## src/hdl/boot_pkg.sv

```systemverilog
package boot_pkg;

  // instruction word and word address
  localparam int DATA_W = 32;
  localparam int ADDR_W = 12;

  // memory split into interleaved banks
  localparam int NUM_BANKS  = 4;
  localparam int BANK_SEL_W = 2;

  // row inside one bank, upper address bits
  localparam int ROW_W      = ADDR_W - BANK_SEL_W;
  localparam int BANK_DEPTH = 1 << ROW_W;

  // word that closes a program, never stored
  localparam logic [DATA_W-1:0] END_MARKER = 32'h0000_0FFF;

  // bit period input of the serial receiver
  localparam int CPB_W = 16;

endpackage

```

## src/hdl/iccm_loader.sv

```systemverilog
`timescale 1ns/1ns

module iccm_loader import boot_pkg::*; (
  input  logic              clk_i,
  input  logic              reset_i,
  input  logic              rx_dv_i,
  input  logic [7:0]        rx_byte_i,
  output logic              we_o,
  output logic [ADDR_W-1:0] addr_o,
  output logic [DATA_W-1:0] wdata_o,
  output logic              busy_o
);

  logic [1:0]        byte_cnt_q;
  logic [DATA_W-1:0] word_q;
  logic [DATA_W-1:0] word_next;
  logic [DATA_W-1:0] wdata_q;
  logic [ADDR_W-1:0] addr_q;
  logic              we_q;
  logic              busy_q;
  logic              byte_take;

  // little endian, newest byte enters at the top
  assign word_next = {rx_byte_i, word_q[DATA_W-1:8]};
  assign byte_take = rx_dv_i && busy_q;

  always_ff @(posedge clk_i) begin
    if (reset_i) begin
      byte_cnt_q <= '0;
      addr_q     <= '0;
      we_q       <= 1'b0;
      busy_q     <= 1'b1;
    end else begin
      we_q <= 1'b0;
      if (we_q) begin
        addr_q <= addr_q + 1'b1;
      end
      if (byte_take) begin
        byte_cnt_q <= byte_cnt_q + 1'b1;
        if (byte_cnt_q == 2'd3) begin
          if (word_next == END_MARKER) begin
            busy_q <= 1'b0;
          end else begin
            we_q <= 1'b1;
          end
        end
      end
    end
  end

  always_ff @(posedge clk_i) begin
    if (byte_take) begin
      word_q <= word_next;
      if (byte_cnt_q == 2'd3) begin
        wdata_q <= word_next;
      end
    end
  end

  assign we_o    = we_q;
  assign addr_o  = addr_q;
  assign wdata_o = wdata_q;
  assign busy_o  = busy_q;

endmodule

```

## config.mk

```make
export PLATFORM = sky130hd
export DESIGN_NAME = iccm_loader
export DESIGN_NICKNAME = d
export VERILOG_FILES = /design/src/hdl/boot_pkg.sv /design/src/hdl/iccm_loader.sv
export SDC_FILE = /design/constraint.sdc
export NUM_CORES = 1
export LEC_CHECK = 0
export ABC_AREA = 1
export BUFFER_PORTS_ARGS = -buffer_cell sky130_fd_sc_hd__buf_2
export CAP_MARGIN = 10
export CORE_MARGIN = 1
export CORE_UTILIZATION = 40
export DETAILED_ROUTE_END_ITERATION = 6
export PLACE_DENSITY_LB_ADDON = 0.25
export SYNTH_ARGS = -nofsm -noshare
export SYNTH_HDL_FRONTEND = slang
export SYNTH_SLANG_ARGS = --single-unit
```

## constraint.sdc

```tcl
create_clock -name clk_i -period 8.4 [get_ports clk_i]
set_input_delay 2.52 -clock clk_i [delete_from_list [all_inputs] [get_ports clk_i]]
set_output_delay 2.52 -clock clk_i [all_outputs]
set_load 0.02 [all_outputs]
```

==> run_summary.xml, run 1 <==
<?xml version="1.0" encoding="UTF-8"?>
<metrics>
  <group name="status">
    <metric name="status" unit="">finished clean</metric>
  </group>
  <group name="setup_path">
    <metric name="cp.required" unit="ns">5.88</metric>
    <metric name="critPathKind" unit="">reg -&gt; out</metric>
    <metric name="r2r-start" unit="">byte_cnt_q[0]</metric>
    <metric name="r2r_cells" unit="">6</metric>
    <metric name="end_kind" unit="">primary output</metric>
    <metric name="crit_chain" unit="">buf_2</metric>
    <metric name="crit-reg2reg-capture" unit="">busy_o</metric>
    <metric name="cp_data_arrival_time" unit="ns">1.14</metric>
    <metric name="critical_path.max_fanout" unit="">10</metric>
    <metric name="startpoint_type" unit="">flip-flop</metric>
    <metric name="critPathBufInv" unit="">1</metric>
    <metric name="reg2reg_slack" unit="ns">6.71</metric>
    <metric name="cpPeakStageDelay" unit="ns">0.56</metric>
    <metric name="critPathSlowestCell" unit="">sky130_fd_sc_hd__dfxtp_1</metric>
    <metric name="timing.critical_path.max_delay_family" unit="">flip-flops</metric>
  </group>
  <group name="cts">
    <metric name="post_cts_buffers" unit="">0</metric>
    <metric name="cts_num_sinks" unit="">72</metric>
    <metric name="cts_resized" unit="">0</metric>
    <metric name="hold_buffers" unit="">0</metric>
    <metric name="max-clock-path-buffers" unit="">2</metric>
    <metric name="worst_setup_hold_path_clk_slew" unit="ns">0.07</metric>
    <metric name="cts_buffers" unit="">9</metric>
    <metric name="ctsHtreeMaxLevel" unit="">3</metric>
    <metric name="cts_root_buf" unit="">sky130_fd_sc_hd__clkbuf_8</metric>
    <metric name="cts_tree" unit="">done</metric>
    <metric name="clk-insertion-delay-late" unit="ns">0.34</metric>
  </group>
  <group name="grt">
    <metric name="antenna_violations_before_repair" unit="">0</metric>
    <metric name="maximum_number_of_pins_on_one_net_before_global_route_repair" unit="">34</metric>
    <metric name="grt_pass1_vias" unit="">1358</metric>
    <metric name="overflow" unit="">0</metric>
    <metric name="globalRouteTotalUtil" unit="">0.135</metric>
    <metric name="grt_first_pass_wirelength" unit="mm">6.37</metric>
  </group>
  <group name="power_and_ir_drop">
    <metric name="p_per_area" unit="mW/mm²">227</metric>
    <metric name="total_power" unit="µW">707</metric>
    <metric name="seq_power_share" unit="">0.567</metric>
    <metric name="netSwitchingPower" unit="µW">141</metric>
    <metric name="clk_network_pwr_share" unit="">0.405</metric>
    <metric name="switching_share" unit="">0.199</metric>
    <metric name="share_comb_of_total_power" unit="">0.028</metric>
    <metric name="power.leakage" unit="nW">1.28</metric>
    <metric name="internal_power" unit="µW">566</metric>
    <metric name="ir_drop" unit="mV">0.122</metric>
  </group>
  <group name="die">
    <metric name="floorplan.rows" unit="">28</metric>
    <metric name="die_height" unit="µm">81.7</metric>
    <metric name="core_region_area" unit="mm²">0.00603</metric>
    <metric name="die_width" unit="µm">81.7</metric>
    <metric name="ioPinCount" unit="">57</metric>
    <metric name="die_area" unit="mm²">0.00668</metric>
    <metric name="floorplan.initialDensity" unit="">0.422</metric>
  </group>
  <group name="hold_path">
    <metric name="min_from" unit="">word_q[10]</metric>
    <metric name="hold_path.class" unit="">reg -&gt; reg</metric>
    <metric name="worst_hold_path.endpoint" unit="">wdata_o[2]</metric>
    <metric name="cell_depth_of_the_worst_hold_path" unit="">0</metric>
  </group>
  <group name="route">
    <metric name="met1_length" unit="mm">1.94</metric>
    <metric name="avgRoutedWirePerCell" unit="µm">12.1</metric>
    <metric name="wl_met2" unit="mm">1.77</metric>
    <metric name="post-route-drc-count" unit="">0</metric>
    <metric name="maxUsedRoutingLayer" unit="">met4</metric>
    <metric name="drtIter0Drc" unit="">68</metric>
    <metric name="routed_via_density" unit="">4.53</metric>
    <metric name="route.vias.total" unit="">1509</metric>
    <metric name="ant_nets" unit="">0</metric>
    <metric name="postRouteWirelength" unit="mm">4.01</metric>
    <metric name="drt-pass1-iter-count" unit="">4</metric>
    <metric name="wire_length_on_met3" unit="µm">179</metric>
  </group>
  <group name="synthesis">
    <metric name="syn-cell-area" unit="mm²">0.00254</metric>
    <metric name="yosys_register_bits" unit="">72</metric>
    <metric name="synth.top_cells.by_area" unit="">sky130_fd_sc_hd__edfxtp_1 (66%), sky130_fd_sc_hd__dfxtp_1 (13%), sky130_fd_sc_hd__nor2_1 (4.9%), sky130_fd_sc_hd__nand2_1 (4.3%), sky130_fd_sc_hd__inv_1 (2.7%)</metric>
    <metric name="synth-seq-area-share" unit="">0.788</metric>
    <metric name="async_flop_share" unit="">0</metric>
    <metric name="synth_area_per_cell" unit="µm²">13.4</metric>
    <metric name="netlist_instances" unit="">189</metric>
    <metric name="synth_fp_nets" unit="">202</metric>
    <metric name="ys_warn_count" unit="">0</metric>
    <metric name="synth-edff-count" unit="">56</metric>
    <metric name="cell_taking_the_most_area_after_synthesis" unit="">sky130_fd_sc_hd__edfxtp_1</metric>
    <metric name="synthDominantCellAreaShare" unit="">0.662</metric>
    <metric name="post-synth-top-count-cell" unit="">sky130_fd_sc_hd__edfxtp_1</metric>
    <metric name="synth.cells.most_frequent" unit="">sky130_fd_sc_hd__edfxtp_1 (56), sky130_fd_sc_hd__nor2_1 (33), sky130_fd_sc_hd__nand2_1 (29)</metric>
    <metric name="synth.distinct_cells" unit="">20</metric>
    <metric name="synth_flop_cell" unit="">sky130_fd_sc_hd__edfxtp_1</metric>
  </group>
  <group name="timing">
    <metric name="layout_worst_path_cycle_share" unit="">0.436</metric>
    <metric name="fin_setup_tns" unit="ns">0</metric>
    <metric name="largest_clock_skew_in_the_final_design" unit="ns">0.00945</metric>
    <metric name="worst_slew_pin_slew" unit="ns">0.907</metric>
    <metric name="report.final.hold_viol_count" unit="">0</metric>
    <metric name="timing.final.crit_period" unit="ns">3.66</metric>
    <metric name="finalSetupViolations" unit="">0</metric>
    <metric name="slew_headroom" unit="">0.394</metric>
    <metric name="slew_viol_final" unit="">0</metric>
    <metric name="grt_setup_unrepaired" unit="">no</metric>
    <metric name="fmaxAchievable" unit="GHz">0.273</metric>
  </group>
  <group name="final_layout">
    <metric name="finalNetCount" unit="">267</metric>
    <metric name="final.fill_count" unit="">531</metric>
    <metric name="final_core_util" unit="">0.517</metric>
    <metric name="finalInstanceArea" unit="mm²">0.00312</metric>
    <metric name="drive_gt1_frac" unit="">0.298</metric>
    <metric name="antenna_cells" unit="">0</metric>
    <metric name="multi_input_area" unit="µm²">459</metric>
    <metric name="area_delta_synth_final" unit="%">22.6</metric>
    <metric name="seqCellArea" unit="mm²">0.00200</metric>
  </group>
  <group name="place">
    <metric name="gp_congestion" unit="">0.729</metric>
    <metric name="buffer_ports.inserted" unit="">56</metric>
    <metric name="half_perimeter_wire_length_of_the_detailed_placement_result" unit="mm">2.70</metric>
    <metric name="dpl_cell_area" unit="mm²">0.00291</metric>
  </group>
  <group name="run">
    <metric name="max_cap_viol_count" unit="">0</metric>
  </group>
</metrics>
## cell type report
| cell class | count | share of cell area |
|---|---|---|
| Timing Repair Buffer | 56 | 0.0900 |
| Clock inverter | 6 | 0.0273 |
| Multi-Input combinational cell | 96 | 0.147 |
| Inverter | 19 | 0.0229 |
| Clock buffer | 9 | 0.0398 |
| Sequential cell | 72 | 0.643 |
| Tap cell | 75 | 0.0301 |
## flip-flops by register name, indices dropped and copies added (netlist names)
name / flops
addr_o: 12
we_o: 1
byte_cnt_q: 2
word_q: 24
wdata_o: 32
busy_o: 1
## cell usage in the layout, fill, tap and decap left out, types with 4 or more instances in the layout
cell	synthesis	layout
sky130_fd_sc_hd__nand2_1	29	29
sky130_fd_sc_hd__inv_1	18	18
sky130_fd_sc_hd__a21oi_1	8	8
sky130_fd_sc_hd__nand3_1	5	5
sky130_fd_sc_hd__nor3_1	4	4
sky130_fd_sc_hd__o21ai_0	6	6
sky130_fd_sc_hd__nor2_1	33	32
sky130_fd_sc_hd__buf_2	1	56
sky130_fd_sc_hd__clkbuf_8	0	9
sky130_fd_sc_hd__edfxtp_1	56	56
sky130_fd_sc_hd__dfxtp_1	16	16
## kinds of logic (layout without fill, tap and decap cells)
group / count (synthesis) / count (layout) / synth area share
AOI/OAI and AO/OA: 15 / 15 / 0.0300
DFF: 72 / 72 / 0.788
adders and majority gates: 2 / 2 / 0.00985
buffers and inverters: 21 / 90 / 0.0345
xor gates and xnor gates: 1 / 1 / 0.00345
and+or+nand+nor: 78 / 78 / 0.134
## power by group through the flow
stage	logic (mW)	registers (mW)	clock network (mW)
after floorplan	0.00878	0.410	0
after global placement	0.0195	0.409	0
after detailed placement	0.0200	0.409	0
after CTS	0.0201	0.401	0.293
after global routing	0.0226	0.402	0.307
final	0.0198	0.401	0.286
## through the flow
stage / hold WS [ns] / worst slack, ns / instances
floorplan: 0.426 / 3.93 / 189
global placement: 0.434 / 4.56 / 318
detailed placement: 0.437 / 4.46 / 318
CTS: 0.452 / 4.72 / 333
global route: 0.469 / 4.66 / 333
finish: 0.451 / 4.74 / 333
## worst max path at each step
| stage | start | to | slack (ns) | cells past startpoint |
|---|---|---|---|---|
| final | we_o | we_o | 4.74 | 1 |
| after global routing | we_o | we_o | 4.66 | 1 |
| after CTS | we_o | we_o | 4.72 | 1 |
| after detailed placement | rx_dv_i | busy_o | 4.46 | 6 |
| after global placement | rx_dv_i | busy_o | 4.56 | 6 |
| after floorplan | rx_dv_i | busy_o | 3.93 | 5 |
## per-layer routing
metal	vias up	GRT usage
li1	773	-
met1	681	0.177
met2	44	0.196
met3	11	0.0333
met4	0	0.0947
met5	-	0
Note: power is estimated with default switching activity, not from simulation.
==> inputs of run 2 (changes only) <==
- clock period: 8.4 -> 3.2 ns (I/O delays scaled with it)
==> run 2 against run 1 <==
Net effect:
- via count increased by 0.27%
- die area unchanged
- flip-flop and latch count unchanged
- first-iteration DRC count decreased by 16%
- total power increased by 140%
- cell area decreased by 0.72%
- combinational power increased to 2.7 times the previous value
- utilization decreased by 0.37 points
- non-clock buffer count increased by 2
- setup slack got worse by 3.6 ns
- register-to-register slack got worse by 4.9 ns
- cell count increased by 0.90%
- largest cell class unchanged
- highest routed layer unchanged
==> run_summary.xml, run 2 (synthesis gave the netlist of run 1 again) <==
<?xml version="1.0" encoding="UTF-8"?>
<metrics>
  <group name="grt">
    <metric name="grt_first_pass_wirelength" unit="mm">6.29</metric>
    <metric name="maximum_number_of_pins_on_one_net_before_global_route_repair" unit="">34</metric>
    <metric name="globalRouteTotalUtil" unit="">0.134</metric>
    <metric name="overflow" unit="">0</metric>
    <metric name="grt_pass1_vias" unit="">1354</metric>
    <metric name="antenna_violations_before_repair" unit="">0</metric>
  </group>
  <group name="power_and_ir_drop">
    <metric name="ir_drop" unit="mV">0.254</metric>
    <metric name="power.leakage" unit="nW">1.26</metric>
    <metric name="share_comb_of_total_power" unit="">0.031</metric>
    <metric name="clk_network_pwr_share" unit="">0.357</metric>
    <metric name="switching_share" unit="">0.224</metric>
    <metric name="seq_power_share" unit="">0.612</metric>
    <metric name="internal_power" unit="mW">1.33</metric>
    <metric name="p_per_area" unit="mW/mm²">555</metric>
    <metric name="netSwitchingPower" unit="µW">384</metric>
  </group>
  <group name="timing">
    <metric name="slew_headroom" unit="">0.718</metric>
    <metric name="finalSetupViolations" unit="">0</metric>
    <metric name="worst_slew_pin_slew" unit="ns">0.424</metric>
    <metric name="report.final.hold_viol_count" unit="">0</metric>
    <metric name="fmaxAchievable" unit="GHz">0.480</metric>
    <metric name="timing.final.crit_period" unit="ns">2.09</metric>
    <metric name="slew_viol_final" unit="">0</metric>
    <metric name="largest_clock_skew_in_the_final_design" unit="ns">0.00809</metric>
    <metric name="grt_setup_unrepaired" unit="">no</metric>
    <metric name="fin_setup_tns" unit="ns">0</metric>
    <metric name="layout_worst_path_cycle_share" unit="">0.652</metric>
    <metric name="finalHoldWorstSlack" unit="ns">0.448</metric>
  </group>
  <group name="setup_path">
    <metric name="critPathSlowestCell" unit="">sky130_fd_sc_hd__dfxtp_1</metric>
    <metric name="timing.critical_path.max_delay_family" unit="">flip-flops</metric>
    <metric name="cpPeakStageDelay" unit="ns">0.55</metric>
    <metric name="critical_path.max_fanout" unit="">10</metric>
    <metric name="cp_data_arrival_time" unit="ns">1.13</metric>
    <metric name="crit_chain" unit="">buf_2</metric>
    <metric name="cp.required" unit="ns">2.24</metric>
    <metric name="critPathKind" unit="">reg -&gt; out</metric>
    <metric name="critPathBufInv" unit="">1</metric>
    <metric name="end_kind" unit="">primary output</metric>
    <metric name="r2r-start" unit="">byte_cnt_q[0]</metric>
    <metric name="cp-startpoint" unit="">we_o</metric>
    <metric name="startpoint_type" unit="">flip-flop</metric>
  </group>
  <group name="hold_path">
    <metric name="hold_path.class" unit="">reg -&gt; reg</metric>
    <metric name="min_from" unit="">word_q[10]</metric>
  </group>
  <group name="cts">
    <metric name="clk-insertion-delay-late" unit="ns">0.34</metric>
    <metric name="cts_buffers" unit="">9</metric>
    <metric name="cts_root_buf" unit="">sky130_fd_sc_hd__clkbuf_8</metric>
    <metric name="post_cts_buffers" unit="">0</metric>
    <metric name="worst_setup_hold_path_clk_slew" unit="ns">0.07</metric>
    <metric name="max-clock-path-buffers" unit="">2</metric>
    <metric name="ctsHtreeMaxLevel" unit="">3</metric>
    <metric name="hold_buffers" unit="">0</metric>
    <metric name="cts_resized" unit="">0</metric>
    <metric name="cts_num_sinks" unit="">72</metric>
    <metric name="cts_tree" unit="">done</metric>
  </group>
  <group name="run">
    <metric name="max_cap_viol_count" unit="">0</metric>
  </group>
  <group name="route">
    <metric name="routed_via_density" unit="">4.50</metric>
    <metric name="ant_nets" unit="">0</metric>
    <metric name="drt-pass1-iter-count" unit="">4</metric>
    <metric name="drtIter0Drc" unit="">57</metric>
    <metric name="postRouteWirelength" unit="mm">4.13</metric>
    <metric name="post-route-drc-count" unit="">0</metric>
    <metric name="avgRoutedWirePerCell" unit="µm">12.3</metric>
    <metric name="route.vias.total" unit="">1513</metric>
  </group>
  <group name="die">
    <metric name="floorplan.initialDensity" unit="">0.422</metric>
    <metric name="die_width" unit="µm">81.7</metric>
    <metric name="floorplan.rows" unit="">28</metric>
    <metric name="ioPinCount" unit="">57</metric>
    <metric name="die_area" unit="mm²">0.00668</metric>
    <metric name="die_height" unit="µm">81.7</metric>
    <metric name="core_region_area" unit="mm²">0.00603</metric>
  </group>
  <group name="final_layout">
    <metric name="largest_register_ffs" unit="">32</metric>
    <metric name="drive_gt1_frac" unit="">0.303</metric>
    <metric name="antenna_cells" unit="">0</metric>
    <metric name="area_delta_synth_final" unit="%">21.7</metric>
    <metric name="final.fill_count" unit="">541</metric>
    <metric name="finalNetCount" unit="">269</metric>
    <metric name="mostFrequentLayoutCells" unit="">sky130_fd_sc_hd__buf_2 (56), sky130_fd_sc_hd__edfxtp_1 (56), sky130_fd_sc_hd__nor2_1 (32)</metric>
  </group>
  <group name="place">
    <metric name="buffer_ports.inserted" unit="">56</metric>
    <metric name="gp_congestion" unit="">0.745</metric>
    <metric name="half_perimeter_wire_length_of_the_detailed_placement_result" unit="mm">2.77</metric>
  </group>
  <group name="status">
    <metric name="status" unit="">finished clean</metric>
  </group>
</metrics>
-- run 2: changes by cell type in the layout (fill, tap and decap cells not counted) --
cell                         delta
sky130_fd_sc_hd__buf_4          +2
sky130_fd_sc_hd__bufinv_16      -2
sky130_fd_sc_hd__clkinvlp_4     +2
sky130_fd_sc_hd__clkinv_1       +1
sky130_fd_sc_hd__clkinv_2       -1
sky130_fd_sc_hd__inv_6          +1
-- run 2: routing by layer --
| layer | part of all wire | vias to the layer above | track usage |
|---|---|---|---|
| li1 | - | 778 | - |
| met5 | 0 | - | 0 |
| met4 | 0.027 | 0 | 0.100 |
| met2 | 0.46 | 45 | 0.200 |
| met1 | 0.46 | 679 | 0.167 |
| met3 | 0.052 | 11 | 0.0367 |
-- run 2: power groups by stage --
| stage | logic [mW] | registers (mW) | clock network [mW] |
|---|---|---|---|
| after floorplan | 0.0231 | 1.08 | 0 |
| after global placement | 0.0531 | 1.07 | 0 |
| after detailed placement | 0.0541 | 1.07 | 0 |
| after CTS | 0.0545 | 1.05 | 0.633 |
| after global routing | 0.0601 | 1.05 | 0.669 |
| final | 0.0533 | 1.05 | 0.613 |
-- run 2: final cells by class --
type / count / area, µm² / share of cell area
clock inverters: 7 / 47.5 / 0.0154
clock buffers: 9 / 124 / 0.0400
multi-input cells: 96 / 459 / 0.148
flip-flops and latches: 72 / 2000 / 0.647
repair buffers: 58 / 295 / 0.0955
inverters: 19 / 71.3 / 0.0231
well taps: 75 / 93.8 / 0.0303
-- run 2: worst paths after layout --
kind	endpoint	slack, ns	cells after the start
max	we_o	1.11	1
min	wdata_o[2]	0.45	0
max reg2reg	busy_o	1.78	7
min reg2reg	wdata_o[2]	0.45	0
-- run 2: worst reg2reg max path, stage by stage (launching register included) --
cell and delay, ns:
sky130_fd_sc_hd__dfxtp_1 0.36, sky130_fd_sc_hd__ha_1 0.16, sky130_fd_sc_hd__inv_1 0.06, sky130_fd_sc_hd__nor2_4 0.09, sky130_fd_sc_hd__buf_4 0.38, sky130_fd_sc_hd__nand2_1 0.13, sky130_fd_sc_hd__inv_1 0.07, sky130_fd_sc_hd__a21oi_1 0.06
-- run 2: through the flow --
stage	utilization	total power, mW	setup WS [ns]	instances	cell area, µm²
2_1_floorplan	-	1.10	0.294	189	2540
3_3_place_gp	0.485	1.13	1.20	320	2920
6_report	0.513	1.72	1.11	336	3090
4_1_cts	0.513	1.74	1.08	336	3090
3_5_place_dp	0.485	1.13	1.16	320	2920
5_1_grt	0.513	1.78	1.03	336	3090
==> inputs of run 3 (changes only) <==
- clock period: 3.2 -> 2.1 ns (I/O delays scaled with it)
==> run 3 against run 2 <==
Net effect:
- first-iteration DRC count grew 39%
- non-clock buffer count rose by 2
- highest routed layer unchanged
- sequential share of layout area fell by 1.3 points
- critical path type unchanged
- clock power is 91% higher
- via count increased by 0.73%
- die area stayed put
- cell count grew 0.60%
- flip-flop and latch count did not move
- count of clock-buffer cells in the layout stayed put
- register-to-register slack got worse by 1.0 ns
- setup slack got worse by 0.62 ns
==> run_summary.xml, run 3 (synthesis gave the netlist of run 1 again) <==
<?xml version="1.0" encoding="UTF-8"?>
<metrics>
  <group name="power_and_ir_drop">
    <metric name="ir_drop" unit="mV">0.477</metric>
    <metric name="total_power" unit="mW">2.85</metric>
    <metric name="p_per_area" unit="mW/mm²">904</metric>
    <metric name="power.leakage" unit="nW">1.30</metric>
  </group>
  <group name="cts">
    <metric name="cts_buffers" unit="">9</metric>
    <metric name="cts_resized" unit="">0</metric>
    <metric name="worst_setup_hold_path_clk_slew" unit="ns">0.08</metric>
    <metric name="cts_root_buf" unit="">sky130_fd_sc_hd__clkbuf_8</metric>
    <metric name="cts_tree" unit="">done</metric>
    <metric name="hold_buffers" unit="">0</metric>
    <metric name="cts_num_sinks" unit="">72</metric>
    <metric name="clk-insertion-delay-late" unit="ns">0.33</metric>
    <metric name="max-clock-path-buffers" unit="">2</metric>
    <metric name="post_cts_buffers" unit="">0</metric>
    <metric name="ctsHtreeMaxLevel" unit="">3</metric>
  </group>
  <group name="die">
    <metric name="die_width" unit="µm">81.7</metric>
    <metric name="floorplan.initialDensity" unit="">0.422</metric>
    <metric name="core_region_area" unit="mm²">0.00603</metric>
    <metric name="die_area" unit="mm²">0.00668</metric>
    <metric name="floorplan.rows" unit="">28</metric>
    <metric name="ioPinCount" unit="">57</metric>
    <metric name="die_height" unit="µm">81.7</metric>
  </group>
  <group name="setup_path">
    <metric name="critical_path.max_fanout" unit="">7</metric>
    <metric name="r2r_cells" unit="">8</metric>
    <metric name="reg2reg_slack" unit="ns">0.78</metric>
    <metric name="critPathKind" unit="">reg -&gt; out</metric>
    <metric name="critPathSlowestCell" unit="">sky130_fd_sc_hd__dfxtp_1</metric>
    <metric name="cp_num_cells" unit="">1</metric>
    <metric name="startpoint_type" unit="">flip-flop</metric>
    <metric name="timing.critical_path.to" unit="">addr_o[3]</metric>
    <metric name="timing.critical_path.max_delay_family" unit="">flip-flops</metric>
    <metric name="cpPeakStageDelay" unit="ns">0.44</metric>
    <metric name="crit_chain" unit="">buf_2</metric>
    <metric name="cp.required" unit="ns">1.47</metric>
    <metric name="r2r-start" unit="">we_o</metric>
    <metric name="cp_data_arrival_time" unit="ns">0.98</metric>
    <metric name="critPathBufInv" unit="">1</metric>
    <metric name="cp-startpoint" unit="">addr_o[3]</metric>
    <metric name="crit-reg2reg-capture" unit="">addr_o[9]</metric>
    <metric name="end_kind" unit="">primary output</metric>
  </group>
  <group name="final_layout">
    <metric name="final_core_util" unit="">0.523</metric>
    <metric name="finalNetCount" unit="">271</metric>
    <metric name="final-instance-count-excl-fill" unit="">338</metric>
    <metric name="antenna_cells" unit="">0</metric>
    <metric name="mostFrequentLayoutCells" unit="">sky130_fd_sc_hd__buf_2 (56), sky130_fd_sc_hd__edfxtp_1 (56), sky130_fd_sc_hd__nor2_1 (32)</metric>
    <metric name="largest_register_ffs" unit="">32</metric>
    <metric name="drive_gt1_frac" unit="">0.312</metric>
    <metric name="finalInstanceArea" unit="mm²">0.00315</metric>
    <metric name="area_delta_synth_final" unit="%">24.1</metric>
  </group>
  <group name="run">
    <metric name="max_cap_viol_count" unit="">0</metric>
  </group>
  <group name="place">
    <metric name="dpl_cell_area" unit="mm²">0.00294</metric>
    <metric name="number_of_cells_after_detailed_placement" unit="">322</metric>
    <metric name="post-place-ws" unit="ns">0.533</metric>
    <metric name="gp_congestion" unit="">0.718</metric>
    <metric name="half_perimeter_wire_length_of_the_detailed_placement_result" unit="mm">2.88</metric>
    <metric name="buffer_ports.inserted" unit="">56</metric>
  </group>
  <group name="grt">
    <metric name="globalRouteTotalUtil" unit="">0.142</metric>
    <metric name="grt_first_pass_wirelength" unit="mm">6.56</metric>
    <metric name="overflow" unit="">0</metric>
    <metric name="maximum_number_of_pins_on_one_net_before_global_route_repair" unit="">26</metric>
    <metric name="grt_pass1_vias" unit="">1373</metric>
    <metric name="antenna_violations_before_repair" unit="">0</metric>
  </group>
  <group name="timing">
    <metric name="slew_viol_final" unit="">0</metric>
    <metric name="report.final.hold_viol_count" unit="">0</metric>
    <metric name="finalHoldWorstSlack" unit="ns">0.459</metric>
    <metric name="fmaxAchievable" unit="GHz">0.621</metric>
    <metric name="worst_slew_pin_slew" unit="ns">0.351</metric>
    <metric name="finalSetupViolations" unit="">0</metric>
    <metric name="largest_clock_skew_in_the_final_design" unit="ns">0.00918</metric>
    <metric name="grt_setup_unrepaired" unit="">no</metric>
    <metric name="finalWorstSetupSlack" unit="ns">0.490</metric>
    <metric name="slew_headroom" unit="">0.766</metric>
    <metric name="timing.final.crit_period" unit="ns">1.61</metric>
    <metric name="layout_worst_path_cycle_share" unit="">0.767</metric>
    <metric name="fin_setup_tns" unit="ns">0</metric>
  </group>
  <group name="hold_path">
    <metric name="hold_path.class" unit="">reg -&gt; reg</metric>
  </group>
  <group name="route">
    <metric name="avgRoutedWirePerCell" unit="µm">12.2</metric>
    <metric name="wl_met2" unit="mm">1.89</metric>
    <metric name="postRouteWirelength" unit="mm">4.13</metric>
    <metric name="maxUsedRoutingLayer" unit="">met4</metric>
    <metric name="routed_via_density" unit="">4.51</metric>
    <metric name="drtIter0Drc" unit="">79</metric>
    <metric name="post-route-drc-count" unit="">0</metric>
    <metric name="wire_length_on_met3" unit="µm">236</metric>
    <metric name="met1_length" unit="mm">1.91</metric>
    <metric name="route.vias.total" unit="">1524</metric>
    <metric name="ant_nets" unit="">0</metric>
    <metric name="drt-pass1-iter-count" unit="">4</metric>
  </group>
  <group name="status">
    <metric name="status" unit="">finished clean</metric>
  </group>
</metrics>
-- run 3: cell count changes in the layout (fill, tap and decap cells not counted) --
cell | previous run | this run
sky130_fd_sc_hd__buf_4 | 2 | 4
sky130_fd_sc_hd__bufinv_16 | 0 | 2
sky130_fd_sc_hd__clkinv_1 | 2 | 1
sky130_fd_sc_hd__clkinv_2 | 0 | 1
sky130_fd_sc_hd__clkinvlp_4 | 3 | 1
-- run 3: routing by layer --
metal  vias to the layer above  GRT usage
met2                        38      0.195
met3                         8     0.0533
li1                        783          -
met4                         0     0.0895
met5                         -          0
met1                       695      0.189
-- run 3: how the worst min path moves through the flow --
stage,start,to,slack [ns],cells after the start
floorplan,word_q[8],wdata_o[0],0.43,0
global placement,word_q[15],wdata_o[7],0.43,0
detailed placement,word_q[13],wdata_o[5],0.44,0
CTS,word_q[13],wdata_o[5],0.46,0
global route,rx_byte_i[5],wdata_o[29],0.47,1
finish,word_q[13],wdata_o[5],0.46,0
-- run 3: final cells by class --
type | count | area (µm²)
fillers | 550 | 2870
flip-flops and latches | 72 | 2000
multi-input cells | 96 | 459
clock buffers | 9 | 124
clock inverters | 7 | 93.8
inverters | 19 | 71.3
well taps | 75 | 93.8
repair buffers | 60 | 310
-- run 3: report_power, final --
part           internal (mW)  leakage [nW]  switching (mW)  total, mW
clock network          0.668         0.107           0.498       1.17
logic                 0.0272         0.543          0.0555     0.0826
registers               1.58         0.653          0.0224       1.60
total                   2.28          1.30           0.576       2.85
